[config.mk]
export PLATFORM = sky130hd
export DESIGN_NAME = mem_bridge_top
export DESIGN_NICKNAME = d
export VERILOG_FILES = /design/src/source/bridge_cfg_pkg.sv /design/src/source/bridge_types_pkg.sv /design/src/source/axi_rd_if.sv /design/src/source/line_fill_ctrl.sv /design/src/source/uncached_ctrl.sv /design/src/source/ar_arbiter.sv /design/src/source/mem_bridge_top.sv
export SDC_FILE = /design/constraint.sdc
export NUM_CORES = 1
export LEC_CHECK = 0
export BUFFER_PORTS_ARGS = -buffer_cell sky130_fd_sc_hd__buf_4
export CAP_MARGIN = 20
export CORE_MARGIN = 5
export CORE_UTILIZATION = 35
export CTS_BUF_LIST = sky130_fd_sc_hd__clkbuf_4 sky130_fd_sc_hd__clkbuf_8
export DETAILED_ROUTE_END_ITERATION = 7
export PLACE_DENSITY = 0.62
export SYNTH_ARGS = -nofsm -noshare
export SYNTH_HDL_FRONTEND = slang
export SYNTH_SLANG_ARGS = --single-unit
[constraint.sdc]
create_clock -name aclk -period 3.9 [get_ports aclk]
set_input_delay 0.195 -clock aclk [delete_from_list [all_inputs] [get_ports aclk]]
set_output_delay 0.195 -clock aclk [all_outputs]
set_load 0.1 [all_outputs]
[src/source/bridge_cfg_pkg.sv]
package bridge_cfg_pkg;

    // bus widths
    localparam int addr_w = 32;
    localparam int data_w = 32;
    localparam int id_w   = 4;
    localparam int len_w  = 4;
    localparam int strb_w = 4;
    localparam int size_w = 3;    // load size code, same width as arsize

    // cache line geometry
    localparam int line_words = 4;
    localparam int line_w     = 128;
    localparam int beat_w     = 2;     // counts beats within one line
    localparam int line_off_w = 4;     // byte offset bits inside a line

    // fixed burst fields
    localparam logic [len_w-1:0]  fill_arlen = 4'd3;   // 4 beats
    localparam logic [len_w-1:0]  unc_arlen  = 4'd0;
    localparam logic [size_w-1:0] word_size  = 3'd2;   // 4 bytes per beat

    // transaction ids, one per engine
    localparam logic [id_w-1:0] id_fill = 4'd0;
    localparam logic [id_w-1:0] id_unc  = 4'd1;

endpackage

[src/source/bridge_types_pkg.sv]
package bridge_types_pkg;

    typedef enum logic [1:0] {
        fs_idle,
        fs_addr,
        fs_data,
        fs_done
    } fill_state_e;

    typedef enum logic [2:0] {
        us_idle,
        us_rd_addr,
        us_rd_data,
        us_wr_send,
        us_wr_resp,
        us_done
    } unc_state_e;

    // who currently holds the AR channel
    typedef enum logic {
        own_fill,
        own_unc
    } ar_owner_e;

endpackage

[src/source/axi_rd_if.sv]
`timescale 1ns/1ps

interface axi_rd_if;

    logic                              arvalid;
    logic                              arready;
    logic [bridge_cfg_pkg::addr_w-1:0] araddr;
    logic [bridge_cfg_pkg::len_w-1:0]  arlen;
    logic [bridge_cfg_pkg::size_w-1:0] arsize;
    logic                              rvalid;
    logic [bridge_cfg_pkg::data_w-1:0] rdata;
    logic                              rlast;
    logic                              rready;

    modport engine (
        output arvalid, araddr, arlen, arsize, rready,
        input  arready, rvalid, rdata, rlast
    );

    // arbiter side sees the request and returns routed beats
    modport arbiter (
        input  arvalid, araddr, arlen, arsize, rready,
        output arready, rvalid, rdata, rlast
    );

endinterface

[src/source/line_fill_ctrl.sv]
`timescale 1ns/1ps

module line_fill_ctrl (
    input  logic                              aclk,
    input  logic                              rst,
    input  logic                              fill_req,
    input  logic [bridge_cfg_pkg::addr_w-1:0] fill_addr,
    output logic                              fill_rdy,
    output logic                              fill_ret_valid,
    output logic [bridge_cfg_pkg::line_w-1:0] fill_ret_data,
    axi_rd_if.engine                          rd
);

    bridge_types_pkg::fill_state_e     state;
    logic [bridge_cfg_pkg::addr_w-1:0] line_addr;
    logic [bridge_cfg_pkg::beat_w-1:0] beat_cnt;
    logic [bridge_cfg_pkg::line_w-1:0] line_q;
    logic                              accept;

    // done doubles as idle so a new fill can start right away
    assign fill_rdy = (state == bridge_types_pkg::fs_idle) ||
                      (state == bridge_types_pkg::fs_done);
    assign accept         = fill_req && fill_rdy;
    assign fill_ret_valid = (state == bridge_types_pkg::fs_done);
    assign fill_ret_data  = line_q;

    assign rd.arvalid = (state == bridge_types_pkg::fs_addr);
    assign rd.araddr  = line_addr;
    assign rd.arlen   = bridge_cfg_pkg::fill_arlen;
    assign rd.arsize  = bridge_cfg_pkg::word_size;
    assign rd.rready  = (state == bridge_types_pkg::fs_data);

    always_ff @(posedge aclk) begin
        if (rst) begin
            state    <= bridge_types_pkg::fs_idle;
            beat_cnt <= '0;
        end else begin
            case (state)
                bridge_types_pkg::fs_idle,
                bridge_types_pkg::fs_done: begin
                    if (accept)
                        state <= bridge_types_pkg::fs_addr;
                    else
                        state <= bridge_types_pkg::fs_idle;
                end
                bridge_types_pkg::fs_addr: begin
                    if (rd.arready) begin
                        state    <= bridge_types_pkg::fs_data;
                        beat_cnt <= '0;
                    end
                end
                bridge_types_pkg::fs_data: begin
                    if (rd.rvalid) begin
                        beat_cnt <= beat_cnt + 1'b1;
                        if (rd.rlast)
                            state <= bridge_types_pkg::fs_done;
                    end
                end
                default: state <= bridge_types_pkg::fs_idle;
            endcase
        end
    end

    always_ff @(posedge aclk) begin
        if (accept)
            line_addr <= {fill_addr[bridge_cfg_pkg::addr_w-1:bridge_cfg_pkg::line_off_w],
                          {bridge_cfg_pkg::line_off_w{1'b0}}};  // 16-byte aligned
        if (rd.rvalid && rd.rready)
            line_q[beat_cnt*bridge_cfg_pkg::data_w +: bridge_cfg_pkg::data_w] <= rd.rdata;
    end

    // slave must not see the request change before it takes it
    assert property (@(posedge aclk) disable iff (rst)
        rd.arvalid && !rd.arready |=> rd.arvalid && $stable(rd.araddr))
        else $error("fill AR withdrawn before arready");

    // burst length from the slave has to match the line
    assert property (@(posedge aclk) disable iff (rst)
        rd.rvalid && rd.rready |-> rd.rlast == (beat_cnt == bridge_cfg_pkg::line_words - 1))
        else $error("fill rlast not on fourth beat");

endmodule

[src/source/uncached_ctrl.sv]
`timescale 1ns/1ps

module uncached_ctrl (
    input  logic                              aclk,
    input  logic                              rst,
    input  logic                              unc_rd_req,
    input  logic [bridge_cfg_pkg::addr_w-1:0] unc_rd_addr,
    input  logic [bridge_cfg_pkg::size_w-1:0] unc_load_size,
    output logic                              unc_rd_rdy,
    output logic                              unc_ret_valid,
    output logic [bridge_cfg_pkg::data_w-1:0] unc_ret_data,
    input  logic                              unc_wr_req,
    input  logic [bridge_cfg_pkg::addr_w-1:0] unc_wr_addr,
    input  logic [bridge_cfg_pkg::strb_w-1:0] unc_wr_strb,
    input  logic [bridge_cfg_pkg::data_w-1:0] unc_wr_data,
    output logic                              unc_wr_rdy,
    output logic                              unc_wr_valid,
    axi_rd_if.engine                          rd,
    output logic [bridge_cfg_pkg::addr_w-1:0] awaddr,
    output logic [bridge_cfg_pkg::size_w-1:0] awsize,
    output logic                              awvalid,
    input  logic                              awready,
    output logic [bridge_cfg_pkg::data_w-1:0] wdata,
    output logic [bridge_cfg_pkg::strb_w-1:0] wstrb,
    output logic                              wvalid,
    input  logic                              wready,
    input  logic                              bvalid,
    output logic                              bready
);

    bridge_types_pkg::unc_state_e      state;
    logic                              is_wr;
    logic [bridge_cfg_pkg::addr_w-1:0] addr_q;
    logic [bridge_cfg_pkg::size_w-1:0] size_q;
    logic [bridge_cfg_pkg::data_w-1:0] rdata_q;
    logic                              free;
    logic                              rd_accept;
    logic                              wr_accept;
    logic                              aw_ok;
    logic                              w_ok;

    assign free = (state == bridge_types_pkg::us_idle) ||
                  (state == bridge_types_pkg::us_done);
    assign unc_rd_rdy = free;
    assign unc_wr_rdy = free;
    assign rd_accept  = unc_rd_req && free;
    assign wr_accept  = unc_wr_req && free && !unc_rd_req;   // read wins

    assign unc_ret_valid = (state == bridge_types_pkg::us_done) && !is_wr;
    assign unc_wr_valid  = (state == bridge_types_pkg::us_done) && is_wr;
    assign unc_ret_data  = rdata_q;

    assign rd.arvalid = (state == bridge_types_pkg::us_rd_addr);
    assign rd.araddr  = addr_q;
    assign rd.arlen   = bridge_cfg_pkg::unc_arlen;
    assign rd.arsize  = size_q;
    assign rd.rready  = (state == bridge_types_pkg::us_rd_data);

    assign awaddr = addr_q;
    assign awsize = bridge_cfg_pkg::word_size;
    assign bready = (state == bridge_types_pkg::us_wr_resp);

    // channel finished or finishing this cycle
    assign aw_ok = !awvalid || awready;
    assign w_ok  = !wvalid || wready;

    always_ff @(posedge aclk) begin
        if (rst) begin
            state   <= bridge_types_pkg::us_idle;
            is_wr   <= 1'b0;
            awvalid <= 1'b0;
            wvalid  <= 1'b0;
        end else begin
            if (wr_accept) begin
                awvalid <= 1'b1;
                wvalid  <= 1'b1;
            end else begin
                if (awready)
                    awvalid <= 1'b0;
                if (wready)
                    wvalid <= 1'b0;
            end

            case (state)
                bridge_types_pkg::us_idle,
                bridge_types_pkg::us_done: begin
                    if (rd_accept) begin
                        state <= bridge_types_pkg::us_rd_addr;
                        is_wr <= 1'b0;
                    end else if (wr_accept) begin
                        state <= bridge_types_pkg::us_wr_send;
                        is_wr <= 1'b1;
                    end else begin
                        state <= bridge_types_pkg::us_idle;
                    end
                end
                bridge_types_pkg::us_rd_addr:
                    if (rd.arready) state <= bridge_types_pkg::us_rd_data;
                bridge_types_pkg::us_rd_data:
                    if (rd.rvalid) state <= bridge_types_pkg::us_done;
                bridge_types_pkg::us_wr_send:
                    if (aw_ok && w_ok) state <= bridge_types_pkg::us_wr_resp;
                bridge_types_pkg::us_wr_resp:
                    if (bvalid) state <= bridge_types_pkg::us_done;
                default: state <= bridge_types_pkg::us_idle;
            endcase
        end
    end

    always_ff @(posedge aclk) begin
        if (rd_accept) begin
            addr_q <= unc_rd_addr;
            size_q <= unc_load_size;
        end else if (wr_accept) begin
            addr_q <= unc_wr_addr;
            wdata  <= unc_wr_data;
            wstrb  <= unc_wr_strb;
        end
        if (rd.rvalid && rd.rready)
            rdata_q <= rd.rdata;   // returned as is, no lane shifting
    end

    // leaving wr_send needs both channels done, so one valid stays up until then
    assert property (@(posedge aclk) disable iff (rst)
        state == bridge_types_pkg::us_wr_send |-> awvalid || wvalid)
        else $error("uncached write stalled with AW and W both idle");

endmodule

[src/source/ar_arbiter.sv]
`timescale 1ns/1ps

module ar_arbiter (
    input  logic                              aclk,
    input  logic                              rst,
    axi_rd_if.arbiter                         fill,
    axi_rd_if.arbiter                         unc,
    output logic [bridge_cfg_pkg::id_w-1:0]   arid,
    output logic [bridge_cfg_pkg::addr_w-1:0] araddr,
    output logic [bridge_cfg_pkg::len_w-1:0]  arlen,
    output logic [bridge_cfg_pkg::size_w-1:0] arsize,
    output logic                              arvalid,
    input  logic                              arready,
    input  logic [bridge_cfg_pkg::id_w-1:0]   rid,
    input  logic [bridge_cfg_pkg::data_w-1:0] rdata,
    input  logic                              rlast,
    input  logic                              rvalid,
    output logic                              rready
);

    bridge_types_pkg::ar_owner_e owner_q;
    bridge_types_pkg::ar_owner_e owner;
    logic                        locked;
    logic                        sel_unc;
    logic                        r_unc;

    // a pending grant is kept, otherwise uncached goes first
    assign owner = locked ? owner_q :
                   (unc.arvalid ? bridge_types_pkg::own_unc : bridge_types_pkg::own_fill);
    assign sel_unc = (owner == bridge_types_pkg::own_unc);

    assign arvalid = sel_unc ? unc.arvalid : fill.arvalid;
    assign araddr  = sel_unc ? unc.araddr  : fill.araddr;
    assign arlen   = sel_unc ? unc.arlen   : fill.arlen;
    assign arsize  = sel_unc ? unc.arsize  : fill.arsize;
    assign arid    = sel_unc ? bridge_cfg_pkg::id_unc : bridge_cfg_pkg::id_fill;

    assign unc.arready  = arready && sel_unc;
    assign fill.arready = arready && !sel_unc;

    always_ff @(posedge aclk) begin
        if (rst) begin
            locked  <= 1'b0;
            owner_q <= bridge_types_pkg::own_fill;
        end else if (arvalid && !arready) begin
            locked  <= 1'b1;   // slave stalled, hold the winner
            owner_q <= owner;
        end else if (arready) begin
            locked <= 1'b0;
        end
    end

    // R steering by id
    assign r_unc = (rid == bridge_cfg_pkg::id_unc);

    assign fill.rvalid = rvalid && (rid == bridge_cfg_pkg::id_fill);
    assign unc.rvalid  = rvalid && r_unc;
    assign fill.rdata  = rdata;
    assign unc.rdata   = rdata;
    assign fill.rlast  = rlast;
    assign unc.rlast   = rlast;
    assign rready      = r_unc ? unc.rready : fill.rready;

    // any other id would be silently dropped by the steering above
    assert property (@(posedge aclk) disable iff (rst)
        rvalid |-> rid == bridge_cfg_pkg::id_fill || rid == bridge_cfg_pkg::id_unc)
        else $error("R beat with unknown rid %0d", rid);

endmodule

[src/source/mem_bridge_top.sv]
`timescale 1ns/1ps

module mem_bridge_top (
    input  logic                              aclk,
    input  logic                              rst,
    // line fill client
    input  logic                              fill_req,
    input  logic [bridge_cfg_pkg::addr_w-1:0] fill_addr,
    output logic                              fill_rdy,
    output logic                              fill_ret_valid,
    output logic [bridge_cfg_pkg::line_w-1:0] fill_ret_data,
    // uncached client
    input  logic                              unc_rd_req,
    input  logic [bridge_cfg_pkg::addr_w-1:0] unc_rd_addr,
    input  logic [bridge_cfg_pkg::size_w-1:0] unc_load_size,
    output logic                              unc_rd_rdy,
    output logic                              unc_ret_valid,
    output logic [bridge_cfg_pkg::data_w-1:0] unc_ret_data,
    input  logic                              unc_wr_req,
    input  logic [bridge_cfg_pkg::addr_w-1:0] unc_wr_addr,
    input  logic [bridge_cfg_pkg::strb_w-1:0] unc_wr_strb,
    input  logic [bridge_cfg_pkg::data_w-1:0] unc_wr_data,
    output logic                              unc_wr_rdy,
    output logic                              unc_wr_valid,
    // AXI read
    output logic [bridge_cfg_pkg::id_w-1:0]   arid,
    output logic [bridge_cfg_pkg::addr_w-1:0] araddr,
    output logic [bridge_cfg_pkg::len_w-1:0]  arlen,
    output logic [bridge_cfg_pkg::size_w-1:0] arsize,
    output logic                              arvalid,
    input  logic                              arready,
    input  logic [bridge_cfg_pkg::id_w-1:0]   rid,
    input  logic [bridge_cfg_pkg::data_w-1:0] rdata,
    input  logic                              rlast,
    input  logic                              rvalid,
    output logic                              rready,
    // AXI write
    output logic [bridge_cfg_pkg::addr_w-1:0] awaddr,
    output logic [bridge_cfg_pkg::size_w-1:0] awsize,
    output logic                              awvalid,
    input  logic                              awready,
    output logic [bridge_cfg_pkg::data_w-1:0] wdata,
    output logic [bridge_cfg_pkg::strb_w-1:0] wstrb,
    output logic                              wvalid,
    input  logic                              wready,
    input  logic                              bvalid,
    output logic                              bready
);

    axi_rd_if fill_rd ();
    axi_rd_if unc_rd ();

    line_fill_ctrl u_line_fill (
        .aclk           (aclk),
        .rst            (rst),
        .fill_req       (fill_req),
        .fill_addr      (fill_addr),
        .fill_rdy       (fill_rdy),
        .fill_ret_valid (fill_ret_valid),
        .fill_ret_data  (fill_ret_data),
        .rd             (fill_rd)
    );

    uncached_ctrl u_uncached (
        .aclk (aclk), .rst (rst),
        .unc_rd_req (unc_rd_req), .unc_rd_addr (unc_rd_addr), .unc_load_size (unc_load_size),
        .unc_rd_rdy (unc_rd_rdy), .unc_ret_valid (unc_ret_valid), .unc_ret_data (unc_ret_data),
        .unc_wr_req (unc_wr_req), .unc_wr_addr (unc_wr_addr), .unc_wr_strb (unc_wr_strb),
        .unc_wr_data (unc_wr_data), .unc_wr_rdy (unc_wr_rdy), .unc_wr_valid (unc_wr_valid),
        .rd (unc_rd),
        .awaddr (awaddr), .awsize (awsize), .awvalid (awvalid), .awready (awready),
        .wdata (wdata), .wstrb (wstrb), .wvalid (wvalid), .wready (wready),
        .bvalid (bvalid), .bready (bready)
    );

    ar_arbiter u_ar_arbiter (
        .aclk (aclk), .rst (rst),
        .fill (fill_rd), .unc (unc_rd),
        .arid (arid), .araddr (araddr), .arlen (arlen), .arsize (arsize),
        .arvalid (arvalid), .arready (arready),
        .rid (rid), .rdata (rdata), .rlast (rlast), .rvalid (rvalid), .rready (rready)
    );

endmodule

==> results of run 1 <==
[worst paths after layout]
path / from / end / slack [ns] / depth (start not counted)
hold reg to reg: u_line_fill.beat_cnt[1] / u_line_fill.beat_cnt[1] / 0.51 / 2
setup / recovery: u_uncached.state[1] / araddr[15] / 0.86 / 7
setup reg to reg: u_uncached.state[2] / u_uncached.awaddr[23] / 1.28 / 5
hold / removal: rid[0] / u_line_fill.beat_cnt[0] / 0.05 / 4
[layout make-up]
type                            count  share of cell area
Clock buffer                       61              0.0447
Timing Repair Buffer              635               0.306
Multi-Input combinational cell    292               0.138
Sequential cell                   271               0.473
Tap cell                          390              0.0288
Clock inverter                     19             0.00679
Antenna cell                        1            0.000148
Inverter                           12             0.00266
[critical path: stages (launching register included)]
cell	delay [ns]
dfxtp_1	0.62
inv_1	0.19
nand2b_1	0.13
nor2_1	0.07
a21oi_4	0.11
buf_4	0.48
mux2_1	0.40
buf_4	0.24
[per-stage QoR]
stage / setup WS [ns] / power [mW] / hold slack [ns] / instance area (um^2) / utilization
2_1_floorplan: 0.537 / 8.46 / 0.267 / 10600 / -
3_3_place_gp: 1.47 / 9.67 / 0.373 / 14400 / 0.484
3_5_place_dp: 1.43 / 9.69 / 0.374 / 14400 / 0.484
4_1_cts: 0.822 / 12.4 / 0.0140 / 17000 / 0.571
5_1_grt: 0.677 / 12.7 / 0.0455 / 17000 / 0.571
6_report: 0.865 / 12.3 / 0.0488 / 17000 / 0.571
[cell families (layout without fill, tap and decap cells)]
kind of cell | count (synthesis) | after routing | synth area share
other cells | 2 | 9 | 0.000712
mux | 62 | 62 | 0.0763
flops | 271 | 271 | 0.760
buf+inv | 43 | 727 | 0.0236
fa+ha+maj | 8 | 8 | 0.00948
simple gates | 187 | 187 | 0.110
compound gates | 27 | 27 | 0.0203
[repair_timing]
item,4_1_cts,5_1_grt
hold endpoints to repair,271,0
hold buffers,171,0
setup buffers,0,0
gates resized for setup,0,0
[registers in the layout, indices dropped and copies added (netlist names)]
register and flops:
u_line_fill.fill_ret_data 128, u_uncached.awaddr 32, u_uncached.unc_ret_data 32, u_uncached.wdata 32, u_line_fill.rd.araddr 28, u_uncached.wstrb 4, u_uncached.rd.arsize 3, u_uncached.state 3
u_line_fill.beat_cnt 2, u_line_fill.state 2, u_ar_arbiter.locked 1, u_ar_arbiter.owner_q 1, u_uncached.awvalid 1, u_uncached.is_wr 1, u_uncached.wvalid 1
[layout by cell type (no fill, tap or decap), types with 2 or more instances in the layout]
master / n
clkinvlp_4: 2
and2_2: 3
nand2b_1: 7
o21ai_0: 2
nor3b_2: 4
dfxtp_1: 12
a21oi_1: 10
conb_1: 8
inv_1: 12
a311oi_1: 3
clkinv_2: 4
nand4_1: 2
ha_1: 8
nand3_1: 2
mux2_1: 20
nor3_1: 5
buf_4: 464
nor2_1: 7
clkinv_1: 11
a21oi_4: 2
dlygate4sd3_1: 171
clkbuf_8: 48
nor3_2: 2
mux2_4: 29
nand2_1: 9
clkbuf_4: 13
a211o_1: 2
and2_1: 131
nor2b_1: 7
edfxtp_1: 259
mux2_2: 12
[layer usage]
layer	share of wire	wire (um)	GRT usage	up-vias
met5	0	0	0	-
met4	0.039	1290	0.0748	0
met3	0.072	2410	0.0479	76
met2	0.52	17500	0.337	338
met1	0.36	12100	0.210	3549
li1	-	-	-	3498
[power by group]
group	leakage (nW)	internal [mW]	switching, mW
Clock	0.457	1.33	1.11
Combinational	3.97	1.42	4.60
Sequential	2.27	3.66	0.216
Total	6.70	6.40	5.92
==> summary.txt, run 1 <==
Period utilization: 0.778
Layout cell share with drive strength beyond 1: 0.459
Syn Area/Cell: 17.6 um^2
Async set or reset register ratio after synthesis: 0
Die Y: 184 um
Power per standard cell area: 727 mW/mm^2
Reg clk slew, reported paths: 0.06 ns
Worst Path Max Fanout: 38
CP startpoint kind: register
Synth Instances: 600
Distinct cells, synth: 44
Initial antenna violation count: 0
Std cell rows: 63
Vias in the first global route: 7,978
TritonRoute pass-1 iters: 4
Final GP Congestion: 0.822
Top cells by area, synth: edfxtp_1 (74%), and2_1 (7.9%), mux2_4 (4.1%)
Actual slew at the worst max-slew pin: 0.910 ns
CTS Sinks: 271
Final min period: 3.04 ns
Top FF cell, synth: edfxtp_1
Fillcell total: 2,346
CTS Buffer Depth: 3
Area of the multi-input gates: 0.00234 mm^2
Register bit total from synthesis: 271
DRT iter0 DRCs: 296
DR DRC count: 0
CTS tree: done
Initial core utilization: 0.355
Crit path kind: reg2out
Worst hold path type: in2reg
Mapped cell area: 0.0106 mm^2
Routed vias: 7,461
Setup-failing EPs final: 0
Clk Latency, worst-skew pair: 0.55 ns
Worst Clk Skew: 0.0243 ns
EDFF count, synth: 259
CTS root buf: clkbuf_8
WP data required: 3.70 ns
CP Capture Type: output pin
Crit path arrival time: 2.84 ns
Synth cell count leaders: edfxtp_1 (259), and2_1 (134), mux2_4 (29)
Pin count of the biggest net entering global routing: 39
Sequential cell area: 0.00802 mm^2
Total gr overflow: 0
Inst Count DP: 1,429
Layout area overhead: 60.7%
Status: finished, final reports clean
Largest area contributor in the netlist: edfxtp_1
Max-slew headroom: 0.393
Peak Freq: 329 MHz
RSZ-0062 raised after global routing: no
Worst vdd ir: 973 uV
# IOs: 467
Most numerous cell in the Yosys netlist: edfxtp_1
Gr usage total: 0.186
Leakage power: 6.70 nW
IO Port Bufs: 454
Non-filler instance count after layout: 1,681
Die area: 0.0337 mm^2
Die width: 184 um
Ys Warns: 0
Hold Fails Final Rpt: 0
Yosys top cell area share: 0.737
Max cap viols: 0
Core Region: 0.0297 mm^2
Fin Setup TNS: 0 ns
CTS H-tree lvls: 2
Dpl hpwl: 23.6 mm
Detail Route Antenna Nets: 0
Via density per instance: 4.44
Global-route wire length before repair: 47.7 mm
Slew Viols, Final: 0
Seq/Total Area, Yosys: 0.760
Post-Route WL: 33.3 mm
Routed length per instance: 19.8 um
CTS buffer count: 47
Nets@finish: 1,449
No activity file was read; power rests on OpenSTA's default activity.
==> inputs of run 2 (changes only) <==
- PLACE_DENSITY: 0.62 -> 0.65
- clock period: 3.9 -> 2.5 ns (I/O delays scaled with it)
==> summary.txt, run 2 (synthesis results as in run 1) <==
Status: finished, final reports clean
Max reg flops: 128
Internal power: 10.0 mW
Most common cell after layout, fill and taps aside: buf_4
Overall power: 19.4 mW
Routed vias: 7,643
DRT iter0 DRCs: 355
Worst vdd ir: 1200 uV
DR DRC count: 0
Reg clk slew, reported paths: 0.06 ns
Non-filler instance count after layout: 1,695
Global-route wire length before repair: 48.7 mm
TritonRoute pass-1 iters: 4
Post-Route WL: 34.2 mm
Worst r2r path cells: 4
WP data required: 2.38 ns
Die width: 184 um
Hold Fails Final Rpt: 0
IO Port Bufs: 454
Crit path arrival time: 2.27 ns
Fillcell total: 2,306
Actual slew at the worst max-slew pin: 0.659 ns
Slowest CP cell: dfxtp_4
Gr usage total: 0.189
Nets@finish: 1,458
Dpl hpwl: 22.7 mm
Core Region: 0.0297 mm^2
Setup-failing EPs final: 0
Switching share of power: 0.483
Initial core utilization: 0.355
Via density per instance: 4.51
# IOs: 467
Clk Latency, worst-skew pair: 0.54 ns
Final GP Congestion: 0.789
Vias in the first global route: 8,004
Die area: 0.0337 mm^2
Combinational power share: 0.494
Final instance area: 0.0172 mm^2
CP startpoint kind: register
Fin Setup TNS: 0 ns
Worst Clk Skew: 0.0127 ns
CTS buffer count: 46
CTS tree: done
Max cap viols: 0
Clock share of power: 0.197
Layout cell share with drive strength beyond 1: 0.466
Max-slew headroom: 0.560
Die Y: 184 um
Std cell rows: 63
CP cell instances: nand2b_4, nand2b_4, nor2_2, a21oi_4, clkbuf_16, clkbuf_4, buf_4, inv_1, buf_12
Sequential power share: 0.309
Final setup margin: 0.102 ns
Worst Path Max Fanout: 8
CTS root buf: clkbuf_8
Power per standard cell area: 1130 mW/mm^2
Hold path cells: 3
Crit path kind: reg2out
Pin count of the biggest net entering global routing: 34
Detail Route Antenna Nets: 0
Placed inst area: 0.0145 mm^2
CTS Sinks: 271
CP Capture Type: output pin
CTS Buffer Depth: 3
Sw power: 9.37 mW
Total gr overflow: 0
Final min period: 2.40 ns
Routed length per instance: 20.2 um
CP most frequent cell: nand2b_4
Max incr delay on CP: 0.36 ns
Inst Count DP: 1,434
Period utilization: 0.959
Most frequent cells in the layout: buf_4 (459), edfxtp_1 (259), dlygate4sd3_1 (173)
Post-placement setup slack: 0.428 ns
Peak Freq: 417 MHz
Leakage power: 6.81 nW
CTS H-tree lvls: 2
Initial antenna violation count: 3
Slew Viols, Final: 0
Layout area overhead: 63.1%
Worst hold path type: in2reg
-- run 2: final timing paths --
| path | from | slack [ns] | to |
|---|---|---|---|
| worst max-delay path | u_uncached.state[2] | 0.10 | arid[0] |
| worst min-delay path | unc_rd_req | 0.05 | u_uncached.state[0] |
| worst max register to register | u_uncached.state[2] | 0.41 | u_uncached.awaddr[22] |
| worst min register to register | u_line_fill.beat_cnt[1] | 0.50 | u_line_fill.beat_cnt[1] |
-- run 2: per-layer routing --
metal	vias to the layer above	track usage	routed length [um]
met5	-	0	27
met4	4	0.0664	1190
met3	79	0.0532	2640
met2	338	0.344	18100
met1	3696	0.212	12200
li1	3526	-	-
-- run 2: critical path: cells and delay by family (launching register included) --
family,cells,cell delay (ns)
flops,1,0.36
compound gates,1,0.07
simple gates,3,0.41
buf+inv,5,0.88
-- run 2: area by class of cell --
cell class / instances / area, um^2 / share of cell area
clock buffers: 60 / 744 / 0.0432
flip-flops and latches: 271 / 8020 / 0.466
multi-input cells: 292 / 2370 / 0.138
clock inverters: 23 / 134 / 0.00778
inverters: 12 / 48.8 / 0.00283
repair buffers: 645 / 5400 / 0.314
well taps: 390 / 488 / 0.0283
diodes: 2 / 5.00 / 0.000291
-- run 2: what timing repair did --
item / CTS / global route
gates cloned: 0 / 1
resized for setup: 4 / 12
endpoints found under the hold margin: 271 / 0
setup buffers: 0 / 2
hold buffers: 173 / 0
setup endpoints to repair: 21 / 28
-- run 2: power groups by stage --
| stage | Clock (mW) | Combinational (mW) | Sequential (mW) |
|---|---|---|---|
| final | 3.83 | 9.58 | 5.99 |
| after global routing | 4.14 | 9.86 | 6.04 |
| after CTS | 3.92 | 9.43 | 5.96 |
| after detailed placement | 0 | 9.14 | 6.04 |
| after global placement | 0 | 9.11 | 6.01 |
| after floorplan | 0 | 4.81 | 8.40 |
-- run 2: through the flow --
step           utilization  hold slack, ns
5_1_grt              0.579          0.0267
4_1_cts              0.576          0.0105
6_report             0.579          0.0455
2_1_floorplan            -           0.197
3_3_place_gp         0.488           0.304
3_5_place_dp         0.488           0.304
==> inputs of run 3 (changes only) <==
- ABC_AREA: not set -> 1
==> summary.txt, run 3 <==
Vias in the first global route: 9,417
Combinational power share: 0.494
Final GP Congestion: 0.792
CTS H-tree lvls: 2
EDFF count, synth: 259
Actual slew at the worst max-slew pin: 0.518 ns
Synth Instances: 824
Most numerous cell in the Yosys netlist: edfxtp_1
CP Capture Type: output pin
WP data required: 2.38 ns
RSZ-0062 raised after global routing: no
Worst hold path type: in2reg
Total gr overflow: 0
Final min period: 2.33 ns
Top cells by area, synth: edfxtp_1 (74%), nand2_1 (8.1%), nor3_1 (5.8%)
Ys Warns: 0
Internal power: 9.83 mW
Most frequent cells in the layout: buf_4 (473), edfxtp_1 (259), nand2_1 (226)
Non-filler instance count after layout: 1,904
Routed length per instance: 18.8 um
Met3 usage: 0.0561
CP cell instances: inv_1, nand3_2, nand2_2, inv_4, buf_4, nand2_1, nand2_1, buf_4
Met1 Use GR: 0.222
CTS Sinks: 271
Sw power: 9.76 mW
Core Util, Final: 0.575
Worst reg2reg setup slack: 0.32 ns
Max-slew headroom: 0.655
Hold endpoint: u_uncached.state[0]
Initial core utilization: 0.354
Worst Path Max Fanout: 21
Layout area overhead: 62.5%
Clk Latency, worst-skew pair: 0.56 ns
Die area: 0.0335 mm^2
CTS Buffer Depth: 3
# IOs: 467
Register bit total from synthesis: 271
Crit path kind: reg2out
Critical hold path startpoint: bvalid
Synth cell count leaders: edfxtp_1 (259), nand2_1 (227), nor3_1 (122)
Async set or reset register ratio after synthesis: 0
Switching share of power: 0.498
Yosys top cell area share: 0.741
Post-placement setup slack: 0.592 ns
CP Buf/Inv Count: 4
Max incr delay on CP: 0.43 ns
Slew Viols, Final: 0
Gr usage total: 0.205
Via density per instance: 4.59
DR DRC count: 0
Largest area contributor in the netlist: edfxtp_1
Post-Route WL: 35.8 mm
Most common cell after layout, fill and taps aside: buf_4
Power per standard cell area: 1150 mW/mm^2
Dpl hpwl: 23.8 mm
Routed vias: 8,745
Peak Freq: 430 MHz
Pin count of the biggest net entering global routing: 59
CTS root buf: clkbuf_8
Clock share of power: 0.196
Mapped cell area: 0.0105 mm^2
Worst Clk Skew: 0.0196 ns
Leakage power: 7.39 nW
Reg clk slew, reported paths: 0.06 ns
Overall power: 19.6 mW
Final setup margin: 0.173 ns
Slowest CP cell: dfxtp_1
Nets@finish: 1,668
Worst r2r path cells: 8
DRT iter0 DRCs: 476
Status: finished, final reports clean
Max reg flops: 128
Sequential power share: 0.310
IO Port Bufs: 454
Worst vdd ir: 1240 uV
Hold Fails Final Rpt: 0
Top FF cell, synth: edfxtp_1
Die width: 183 um
Diode count: 0
Setup-failing EPs final: 0
CTS tree: done
Max cap viols: 0
Met2 GRT Util: 0.383
Worst reg2reg path endpoint: u_uncached.awaddr[15]
Period utilization: 0.931
Hold path cells: 4
Hold slack: 0.0523 ns
Crit path arrival time: 2.20 ns
CP startpoint kind: register
Inst Count DP: 1,647
Std cell rows: 63
Delay-heaviest family, CP: buffers and inverters
Fillcell total: 2,375
CTS buffer count: 47
Core Region: 0.0296 mm^2
TritonRoute pass-1 iters: 6
Seq/Total Area, Yosys: 0.764
Crit Reg-Reg Startpoint: u_uncached.state[1]
Initial antenna violation count: 0
Gr busiest metal: met2
Global-route wire length before repair: 53.2 mm
Syn Area/Cell: 12.7 um^2
Distinct cells, synth: 27
Layout cell share with drive strength beyond 1: 0.378
Detail Route Antenna Nets: 0
Die Y: 183 um
==> run 3: cell types whose count changed after synthesis, moves of 4 or more <==
cell / previous run / this run
inv_1: 12 / 67
nand2_1: 9 / 227
mux2_4: 29 / 0
nor2_1: 7 / 35
nor2b_1: 7 / 0
and2_1: 134 / 0
nand2b_1: 7 / 0
clkbuf_1: 13 / 22
nand3_1: 2 / 11
buf_2: 1 / 13
nor3_1: 7 / 122
inv_2: 0 / 4
mux2_2: 12 / 0
mux2_1: 20 / 0
==> run 3: layout make-up <==
| class | count | area, um^2 | share of cell area |
|---|---|---|---|
| repair buffers | 651 | 5380 | 0.316 |
| inverters | 71 | 269 | 0.0158 |
| well taps | 390 | 488 | 0.0286 |
| flip-flops and latches | 271 | 8020 | 0.470 |
| multi-input cells | 436 | 2000 | 0.117 |
| clock buffers | 58 | 729 | 0.0428 |
| clock inverters | 27 | 156 | 0.00918 |
==> run 3: cell families (layout without fill, tap and decap cells) <==
group	after synthesis	in the layout	synth area share
flops	271	271	0.764
buf+inv	123	807	0.0527
fa+ha+maj	8	8	0.00954
compound gates	14	14	0.00716
other cells	2	8	0.000716
simple gates	406	406	0.166
==> run 3: worst max path at each step <==
stage                         startpoint  slack [ns]  depth (start not counted)                            end
floorplan           u_line_fill.state[0]       -0.21                          5   u_line_fill.fill_ret_data[0]
finish               u_uncached.state[2]        0.17                          8                     araddr[23]
detailed placement                rid[3]        0.59                          5  u_line_fill.fill_ret_data[17]
global route         u_uncached.state[2]        0.05                          8                     araddr[23]
CTS                  u_uncached.state[2]        0.02                          8                     araddr[23]
global placement                  rid[3]        0.65                          5  u_line_fill.fill_ret_data[59]
==> run 3: power by group through the flow <==
stage          combinational [mW]  sequential, mW  clock, mW
2_1_floorplan                4.71            8.46          0
6_report                     9.67            6.07       3.85
3_5_place_dp                 9.21            6.12          0
5_1_grt                      10.1            6.11       4.17
3_3_place_gp                 9.18            6.12          0
4_1_cts                      9.65            6.05       3.95
==> run 3: metal layers <==
layer	vias to the layer above	wire, um
li1	4117	-
met3	78	3250
met1	4094	12500
met5	-	0
met4	0	1240
met2	456	18900
==> run 3: metrics by stage <==
step	TNS, ns	area, um^2
global route	0	17000
finish	0	17000
global placement	0	14400
floorplan	-27.05	10500
detailed placement	0	14400
CTS	0	17000
==> run 3: timing repair <==
item                                    4_1_cts  5_1_grt
buffers inserted                              0        0
hold buffers                                172        0
endpoints found under the setup margin        0       13
endpoints found under the hold margin       224        0
resized for setup                             0        3
==> run 3: worst register-to-register path: stages (launching register included) <==
cell	delay (ns)
dfxtp_1	0.45
inv_2	0.08
nand3_2	0.09
nand2_2	0.11
nand2_4	0.10
buf_4	0.36
nand2_1	0.19
nand2_1	0.11
dlygate4sd3_1	0.55
